`config.mk`:
```
export PLATFORM = sky130hd
export DESIGN_NAME = pkt_inspect_top
export DESIGN_NICKNAME = d
export VERILOG_FILES = /design/src/rtl/stream_pkg.sv /design/src/rtl/regex_pkg.sv /design/src/rtl/category_matcher.sv /design/src/rtl/keyword_dfa.sv /design/src/rtl/pkt_inspect_top.sv /design/src/rtl/stream_ctx_store.sv
export SDC_FILE = /design/constraint.sdc
export NUM_CORES = 1
export LEC_CHECK = 0
export ABC_CLOCK_PERIOD_IN_PS = 4650
export BUFFER_PORTS_ARGS = -buffer_cell sky130_fd_sc_hd__buf_2
export CAP_MARGIN = 20
export CELL_PAD_IN_SITES_DETAIL_PLACEMENT = 1
export CELL_PAD_IN_SITES_GLOBAL_PLACEMENT = 2
export CORE_MARGIN = 1.5
export CORE_UTILIZATION = 45
export DETAILED_ROUTE_END_ITERATION = 16
export GPL_ROUTABILITY_DRIVEN = 1
export PLACE_DENSITY = 0.77
export SLEW_MARGIN = 20
export SYNTH_ARGS = -nofsm -noshare
export SYNTH_HDL_FRONTEND = slang
export SYNTH_SLANG_ARGS = --single-unit
```
`constraint.sdc`:
```
create_clock -name clk -period 4.65 [get_ports clk]
set_input_delay 1.395 -clock clk [delete_from_list [all_inputs] [get_ports clk]]
set_output_delay 1.395 -clock clk [all_outputs]
set_load 0.03 [all_outputs]
```
`src/rtl/stream_pkg.sv`:
```
package stream_pkg;

   // Streams tracked by the inspector, one saved context each
   localparam int NUM_STREAMS = 64;

   // Stream id width follows the stream count
   localparam int STREAM_ID_W = $clog2(NUM_STREAMS);

   typedef logic [STREAM_ID_W-1:0] stream_id_t;

   // One payload byte
   typedef logic [7:0] char_t;

   // Character strobe with its byte
   typedef struct packed {
      logic  vld;
      char_t ch;
   } char_in_t;

   // Packet framing controls
   // new_stream only counts together with load_state
   // id must stay stable from load_state up to and including eop
   typedef struct packed {
      logic       load_state;
      logic       new_stream;
      logic       eop;
      stream_id_t id;
   } pkt_ctl_t;

endpackage

```
`src/rtl/regex_pkg.sv`:
```
package regex_pkg;

   // Keyword categories
   localparam int NUM_CAT      = 2;
   localparam int CAT_RLOGIN   = 0;
   localparam int CAT_FTP_ANON = 1;

   // Per-category packet counter
   localparam int COUNT_W = 16;
   typedef logic [COUNT_W-1:0] count_t;

   // Keywords, first letter sits in the highest byte
   localparam int KW_RLOGIN_LEN   = 6;
   localparam int KW_FTP_ANON_LEN = 9;
   localparam stream_pkg::char_t [KW_RLOGIN_LEN-1:0]   KW_RLOGIN   = "rlogin";
   localparam stream_pkg::char_t [KW_FTP_ANON_LEN-1:0] KW_FTP_ANON = "anonymous";

   // DFA state is the matched prefix length, never reaches the full length
   typedef logic [2:0] rlogin_state_t;
   typedef logic [3:0] ftp_anon_state_t;

   typedef logic [NUM_CAT-1:0] cat_enable_t;
   typedef logic [NUM_CAT-1:0] cat_fired_t;

   typedef struct packed {
      count_t rlogin;
      count_t ftp_anon;
   } cat_counts_t;

   // Keyword length of a category
   function automatic int kw_len(input int cat);
      return (cat == CAT_RLOGIN) ? KW_RLOGIN_LEN : KW_FTP_ANON_LEN;
   endfunction

   // Character at prefix position pos, counted from the first letter
   // Positions past the end give zero, which never matches payload text here
   function automatic stream_pkg::char_t kw_char(input int cat, input int pos);
      if (pos >= kw_len(cat))
         return '0;
      if (cat == CAT_RLOGIN)
         return KW_RLOGIN[KW_RLOGIN_LEN-1-pos];
      return KW_FTP_ANON[KW_FTP_ANON_LEN-1-pos];
   endfunction

endpackage

```
`src/rtl/category_matcher.sv`:
```
module category_matcher #(
   type          state_t = logic [2:0],
   parameter int CAT     = 0
) (
   input  logic                 clk,
   input  logic                 rst_n,
   input  stream_pkg::char_in_t chr,
   input  stream_pkg::pkt_ctl_t pkt,
   input  logic                 enable,
   output regex_pkg::count_t    count,
   output logic                 fired
);

   // Store to DFA restore path
   state_t restore_data;
   logic   restore_vld;

   // DFA outputs
   state_t dfa_state;
   logic   accept;

   // Keyword seen in the current packet, not yet committed
   logic   spec_match;

   // Save only when the packet is counted
   logic   do_save;

   assign do_save = pkt.eop & enable;
   assign fired   = spec_match;

   // Per-stream DFA state memory
   stream_ctx_store #(
      .entry_t(state_t)
   ) u_store (
      .clk         (clk),
      .rst_n       (rst_n),
      .id          (pkt.id),
      .restore     (pkt.load_state),
      .fresh       (pkt.new_stream),
      .save        (do_save),
      .save_data   (dfa_state),
      .restore_data(restore_data),
      .restore_vld (restore_vld)
   );

   // Keyword automaton for this category
   keyword_dfa #(
      .state_t(state_t),
      .CAT    (CAT)
   ) u_dfa (
      .clk       (clk),
      .rst_n     (rst_n),
      .chr       (chr),
      .load      (restore_vld),
      .load_state(restore_data),
      .state     (dfa_state),
      .accept    (accept)
   );

   // Later assignments take priority
   always_ff @(posedge clk)
   begin
      if (!rst_n)
      begin
         count      <= '0;
         spec_match <= 1'b0;
      end
      else
      begin
         // New packet starts without a match
         if (pkt.load_state)
            spec_match <= 1'b0;

         // Any accept marks the packet
         if (accept)
            spec_match <= 1'b1;

         if (pkt.eop)
         begin
            if (enable)
               // Commit, at most one per packet
               count <= count + regex_pkg::count_t'(spec_match);
            else
               // Disabled, drop the match, stored state stays as before
               spec_match <= 1'b0;
         end
      end
   end

endmodule

```
`src/rtl/keyword_dfa.sv`:
```
module keyword_dfa #(
   type          state_t = logic [2:0],
   parameter int CAT     = 0
) (
   input  logic                 clk,
   input  logic                 rst_n,
   input  stream_pkg::char_in_t chr,
   input  logic                 load,
   input  state_t               load_state,
   output state_t               state,
   output logic                 accept
);

   // Keyword picked by category
   localparam int KW_LEN = regex_pkg::kw_len(CAT);

   // First letter, used to restart after a mismatch
   localparam stream_pkg::char_t FIRST_CH = regex_pkg::kw_char(CAT, 0);

   // Prefix length just before a full match
   localparam state_t LAST_STATE = state_t'(KW_LEN - 1);

   stream_pkg::char_t exp_ch;
   logic              hit;
   logic              done;

   // Character that extends the current prefix
   always_comb
   begin
      exp_ch = regex_pkg::kw_char(CAT, int'(state));
      hit    = (chr.ch == exp_ch);
      done   = hit && (state == LAST_STATE);
   end

   always_ff @(posedge clk)
   begin
      if (!rst_n)
      begin
         state  <= '0;
         accept <= 1'b0;
      end
      else
      begin
         // Accept lasts a single cycle
         accept <= 1'b0;
         if (load)
            // Restored stream context wins over any character
            state <= load_state;
         else if (chr.vld)
         begin
            if (done)
            begin
               // Full keyword seen, back to idle
               state  <= '0;
               accept <= 1'b1;
            end
            else if (hit)
               state <= state + 1'b1;
            else if (chr.ch == FIRST_CH)
               // No self-overlap in the keywords, so only a restart on the first letter
               state <= state_t'(1);
            else
               state <= '0;
         end
      end
   end

endmodule

```
`src/rtl/pkt_inspect_top.sv`:
```
module pkt_inspect_top (
   input  logic                   clk,
   input  logic                   rst_n,
   input  stream_pkg::char_in_t   chr,
   input  stream_pkg::pkt_ctl_t   pkt,
   input  regex_pkg::cat_enable_t enable,
   output regex_pkg::cat_counts_t counts,
   output regex_pkg::cat_fired_t  fired
);

   // rlogin category
   // Same character and packet controls for both matchers
   category_matcher #(
      .state_t(regex_pkg::rlogin_state_t),
      .CAT    (regex_pkg::CAT_RLOGIN)
   ) u_rlogin (
      .clk   (clk),
      .rst_n (rst_n),
      .chr   (chr),
      .pkt   (pkt),
      .enable(enable[regex_pkg::CAT_RLOGIN]),
      .count (counts.rlogin),
      .fired (fired[regex_pkg::CAT_RLOGIN])
   );

   // Anonymous ftp login category
   // Wider state for the nine-letter keyword
   category_matcher #(
      .state_t(regex_pkg::ftp_anon_state_t),
      .CAT    (regex_pkg::CAT_FTP_ANON)
   ) u_ftp_anon (
      .clk   (clk),
      .rst_n (rst_n),
      .chr   (chr),
      .pkt   (pkt),
      .enable(enable[regex_pkg::CAT_FTP_ANON]),
      .count (counts.ftp_anon),
      .fired (fired[regex_pkg::CAT_FTP_ANON])
   );

endmodule

```
`src/rtl/stream_ctx_store.sv`:
```
module stream_ctx_store #(
   type entry_t = logic [2:0]
) (
   input  logic                   clk,
   input  logic                   rst_n,
   input  stream_pkg::stream_id_t id,
   input  logic                   restore,
   input  logic                   fresh,
   input  logic                   save,
   input  entry_t                 save_data,
   output entry_t                 restore_data,
   output logic                   restore_vld
);

   // One saved DFA state per stream
   entry_t mem [stream_pkg::NUM_STREAMS];

   // Write back at end of an enabled packet
   always_ff @(posedge clk)
   begin
      if (save)
         mem[id] <= save_data;
   end

   // Registered restore, new streams start from the idle state
   always_ff @(posedge clk)
   begin
      if (restore)
         restore_data <= fresh ? entry_t'(0) : mem[id];
   end

   // Valid pulse lines up with restore_data
   always_ff @(posedge clk)
   begin
      if (!rst_n)
         restore_vld <= 1'b0;
      else
         restore_vld <= restore;
   end

endmodule

```
==> flow_summary_export.csv <==
group,metric,value,unit
status,outcome,"complete, no violations",
timing,finalSetupTns,0,ps
routing,drt_wl_cell,28.6,um
setup_path,critical_path.startpoint,"pkt[1]",
setup_path,rr_startpoint,"u_rlogin.u_dfa.state[2]",
timing,timing.final.max_slew_violations,0,
global_route,number_of_global_route_vias_before_repair,13400,
timing,final_cycle_utilization_of_the_critical_path,77.0,%
global_route,antenna_violations_before_repair,0,
worst_hold_path,whs_path_cells,2,
floorplanning,core.rowCount,78,
clock_tree,clk-insertion-delay-late,610,ps
finish,nets,1501,
worst_hold_path,hold_start,"u_ftp_anon.u_dfa.accept",
floorplanning,initial_utilization,45.6,%
routing,route.antenna.remaining_nets,0,
yosys,mappedNetlistArea,20700,um^2
routing,drt-initial-drc-count,1143,
timing,least_margin_pin_slew,1030,ps
power,pwr_density_cell,423,nW/um^2
clock_tree,cts_max_level,2,
routing,routed-via-count,12800,
power,p_leak,0.00794,uW
yosys,synth_top_flop_cell,"sky130_fd_sc_hd__edfxtp_1",
routing,remaining_drc_errors,0,
setup_path,cp_max_fo,28,
finish,fin_area,23600,um^2
timing,skew,13.7,ps
yosys,ys_async_sr_fraction,0,%
yosys,postSynthNetCount,1409,
timing,number_of_setup_violations_in_the_final_report,0,
yosys,synth_edf_count,455,
timing,rsz0062_at_grt,"false",
clock_tree,tritoncts,"yes",
setup_path,wp_data_required,5010,ps
clock_tree,cts_inserted_buffers,53,
clock_tree,tritoncts_num_sinks,499,
clock_tree,post-cts-setup-buffer-count,0,
clock_tree,ctsHoldBuffers,0,
floorplanning,design.core.area,45400,um^2
setup_path,path_cells,"buf_4, and2b_1, a221o_1, a222oi_1, o22ai_1, o31a_1",
timing,final_period_minus_worst_setup_slack,3580,ps
setup_path,critical_path.startpoint_type,"primary input",
placement,port_buffers,55,
global_route,overflow,0,
global_route,first_pass_grt_wire_length,90000,um
yosys,ys_ff_latch,499,
routing,wl,60200,um
timing,timing.final.ws_setup,1070,ps
yosys,synthDistinctLibCells,71,
finish,drive_gt1_share,18.8,%
yosys,yosysWarningCount,0,
floorplanning,die-area,47300,um^2
placement,dp_hpwl,39000,um
power,vdd_ir_drop_max,0.283,mV
floorplanning,die_height,217,um
floorplanning,floorplan.die.width,217,um
flow_run,maxCapViolCount,0,
clock_tree,cts.root.buffer_cell,"sky130_fd_sc_hd__clkbuf_16",
placement,gpl.final_weighted_congestion,0.829,
setup_path,worst-r2r-cell-count,8,
routing,via_per_inst,6.07,
setup_path,max_stage_delay,640,ps
setup_path,end_kind,"flip-flop",
setup_path,reg2reg_to,"u_rlogin.u_dfa.state[0]",
setup_path,reg2reg_setup_slack,1840,ps
finish,fin_cells,2109,
yosys,avgSynthCellArea,15.1,um^2
timing,max_freq,0.279,GHz
yosys,ys_seq_area_share,70.3,%
clock_tree,cts_resized,0,
timing,timing.slew.headroom,31.2,%
global_route,gr-usage-all-layers,26.0,%
placement,dpl_worst_slack,528,ps
finish,synthToLayoutAreaGrowth,14.3,%
yosys,netlist_instances,1373,
finish,antenna-diode-count,0,
setup_path,kind_of_critical_path,"primary input to flip-flop",
placement,place_area,21800,um^2
timing,final-hold-violation-count,0,
setup_path,critical_path_arrival,3940,ps
setup_path,crit_slowest_cell,"sky130_fd_sc_hd__a222oi_1",
routing,drt_pass1_iterations,5,
global_route,grt_max_degree,74,
clock_tree,cts.reportedPaths.clkPinSlew,60,ps
clock_tree,cts_buffer_depth,3,
placement,placedCellCount,2010,
worst_hold_path,holdPathEnd,"u_ftp_anon.fired",
floorplanning,top_level_ports,56,
worst_hold_path,hold_class,"flip-flop to flip-flop",
[flip-flops by register name (all words and copies together), names as in the netlist, 3 cells and up]
name / cells
u_rlogin.count: 16
u_ftp_anon.u_store.mem: 256
u_ftp_anon.count: 16
u_rlogin.u_store.restore_data: 3
u_ftp_anon.u_store.restore_data: 4
u_rlogin.u_store.mem: 192
u_rlogin.u_dfa.state: 3
u_ftp_anon.u_dfa.state: 4
[cell type report]
class                   instances  area [um^2]
clock buffers                  63         1410
repair buffers                116          766
well taps                     600          751
flip-flops and latches        499        14600
inverters                      14         52.6
fillers                      4368        21700
multi-input cells             781         5650
clock inverters                36          470
[layer usage]
| metal | GRT usage [%] | up-vias | wire (um) |
|---|---|---|---|
| met5 | 0 | - | 0 |
| met4 | 7.43 | 0 | 1510 |
| met3 | 5.05 | 97 | 4280 |
| met2 | 42.2 | 517 | 29000 |
| met1 | 35.7 | 6659 | 25500 |
| li1 | - | 5533 | - |
[logic make-up after synthesis]
logic type,synth area share [%]
buf+inv,2.41
flops,70.3
fa+ha+maj,0.847
simple gates,8.08
xor+xnor,1.43
mux,8.50
compound gates,8.43
[worst max-delay path: cells and delay by family]
kind	cells	cell delay, ps
compound gates	4	1590
simple gates	1	600
buf+inv	1	320
[worst max path at each step]
stage	endpoint	cells after the start
3_3_place_gp	u_ftp_anon.u_store.restore_data[3]	9
3_5_place_dp	u_ftp_anon.u_store.restore_data[3]	9
4_1_cts	u_rlogin.u_store.restore_data[0]	6
5_1_grt	u_ftp_anon.u_store.restore_data[3]	9
6_report	u_rlogin.u_store.restore_data[0]	6
2_1_floorplan	u_ftp_anon.u_dfa.state[3]	9
[stage by stage]
stage               util, %  total power, uW  hold slack [ps]
global placement       48.0             5510              435
floorplan                 -             5310              428
finish                 52.1             9990              461
CTS                    52.1            10000              465
detailed placement     48.0             5520              451
global route           52.1            10200              480
[synth_stat cells, types with 15 or more instances]
| master | count | area [um^2] |
|---|---|---|
| sky130_fd_sc_hd__o21ai_0 | 36 | 180 |
| sky130_fd_sc_hd__a21oi_1 | 43 | 215 |
| sky130_fd_sc_hd__a221oi_1 | 45 | 394 |
| sky130_fd_sc_hd__mux2_2 | 28 | 315 |
| sky130_fd_sc_hd__a22oi_1 | 27 | 203 |
| sky130_fd_sc_hd__mux4_2 | 35 | 788 |
| sky130_fd_sc_hd__o22ai_1 | 24 | 150 |
| sky130_fd_sc_hd__dfxtp_1 | 44 | 881 |
| sky130_fd_sc_hd__nand2_1 | 56 | 210 |
| sky130_fd_sc_hd__clkbuf_1 | 32 | 120 |
| sky130_fd_sc_hd__nand3_1 | 15 | 75.1 |
| sky130_fd_sc_hd__xor2_1 | 23 | 201 |
| sky130_fd_sc_hd__mux2i_1 | 62 | 621 |
| sky130_fd_sc_hd__edfxtp_1 | 455 | 13700 |
| sky130_fd_sc_hd__buf_2 | 24 | 120 |
| sky130_fd_sc_hd__nor2_1 | 198 | 743 |
[report_power, final]
part	total, uW	switching, uW	internal (uW)
Sequential	4900	14.0	4880
Clock	4560	1790	2770
Combinational	532	363	169
[cells in the final DEF, fill, tap and decap left out, drive strengths merged, types with 5 or more instances in the layout]
cell    netlist  final
nor3b         7      7
mux2i        62     62
edfxtp      455    455
nor2        199    199
clkinv        0     19
clkbuf       32     63
nor3         11     11
nand4         9      9
nor2b        12     12
mux2         31     31
o22ai        25     25
o211ai       11     11
and3          7      7
mux4         35     35
bufinv        0     11
nand2b        6      6
buf          47    116
xor2         24     24
inv          14     17
dfxtp        44     44
and4          5      5
o41a          5      5
xnor2         9      9
a221oi       46     46
ha           14     14
a222oi        5      5
a22oi        27     27
and2         14     14
nand2        56     56
a21oi        43     43
or3           7      7
a22o         10     10
nand3        15     15
o21ai        37     37
(Power assumes the default switching activity.)
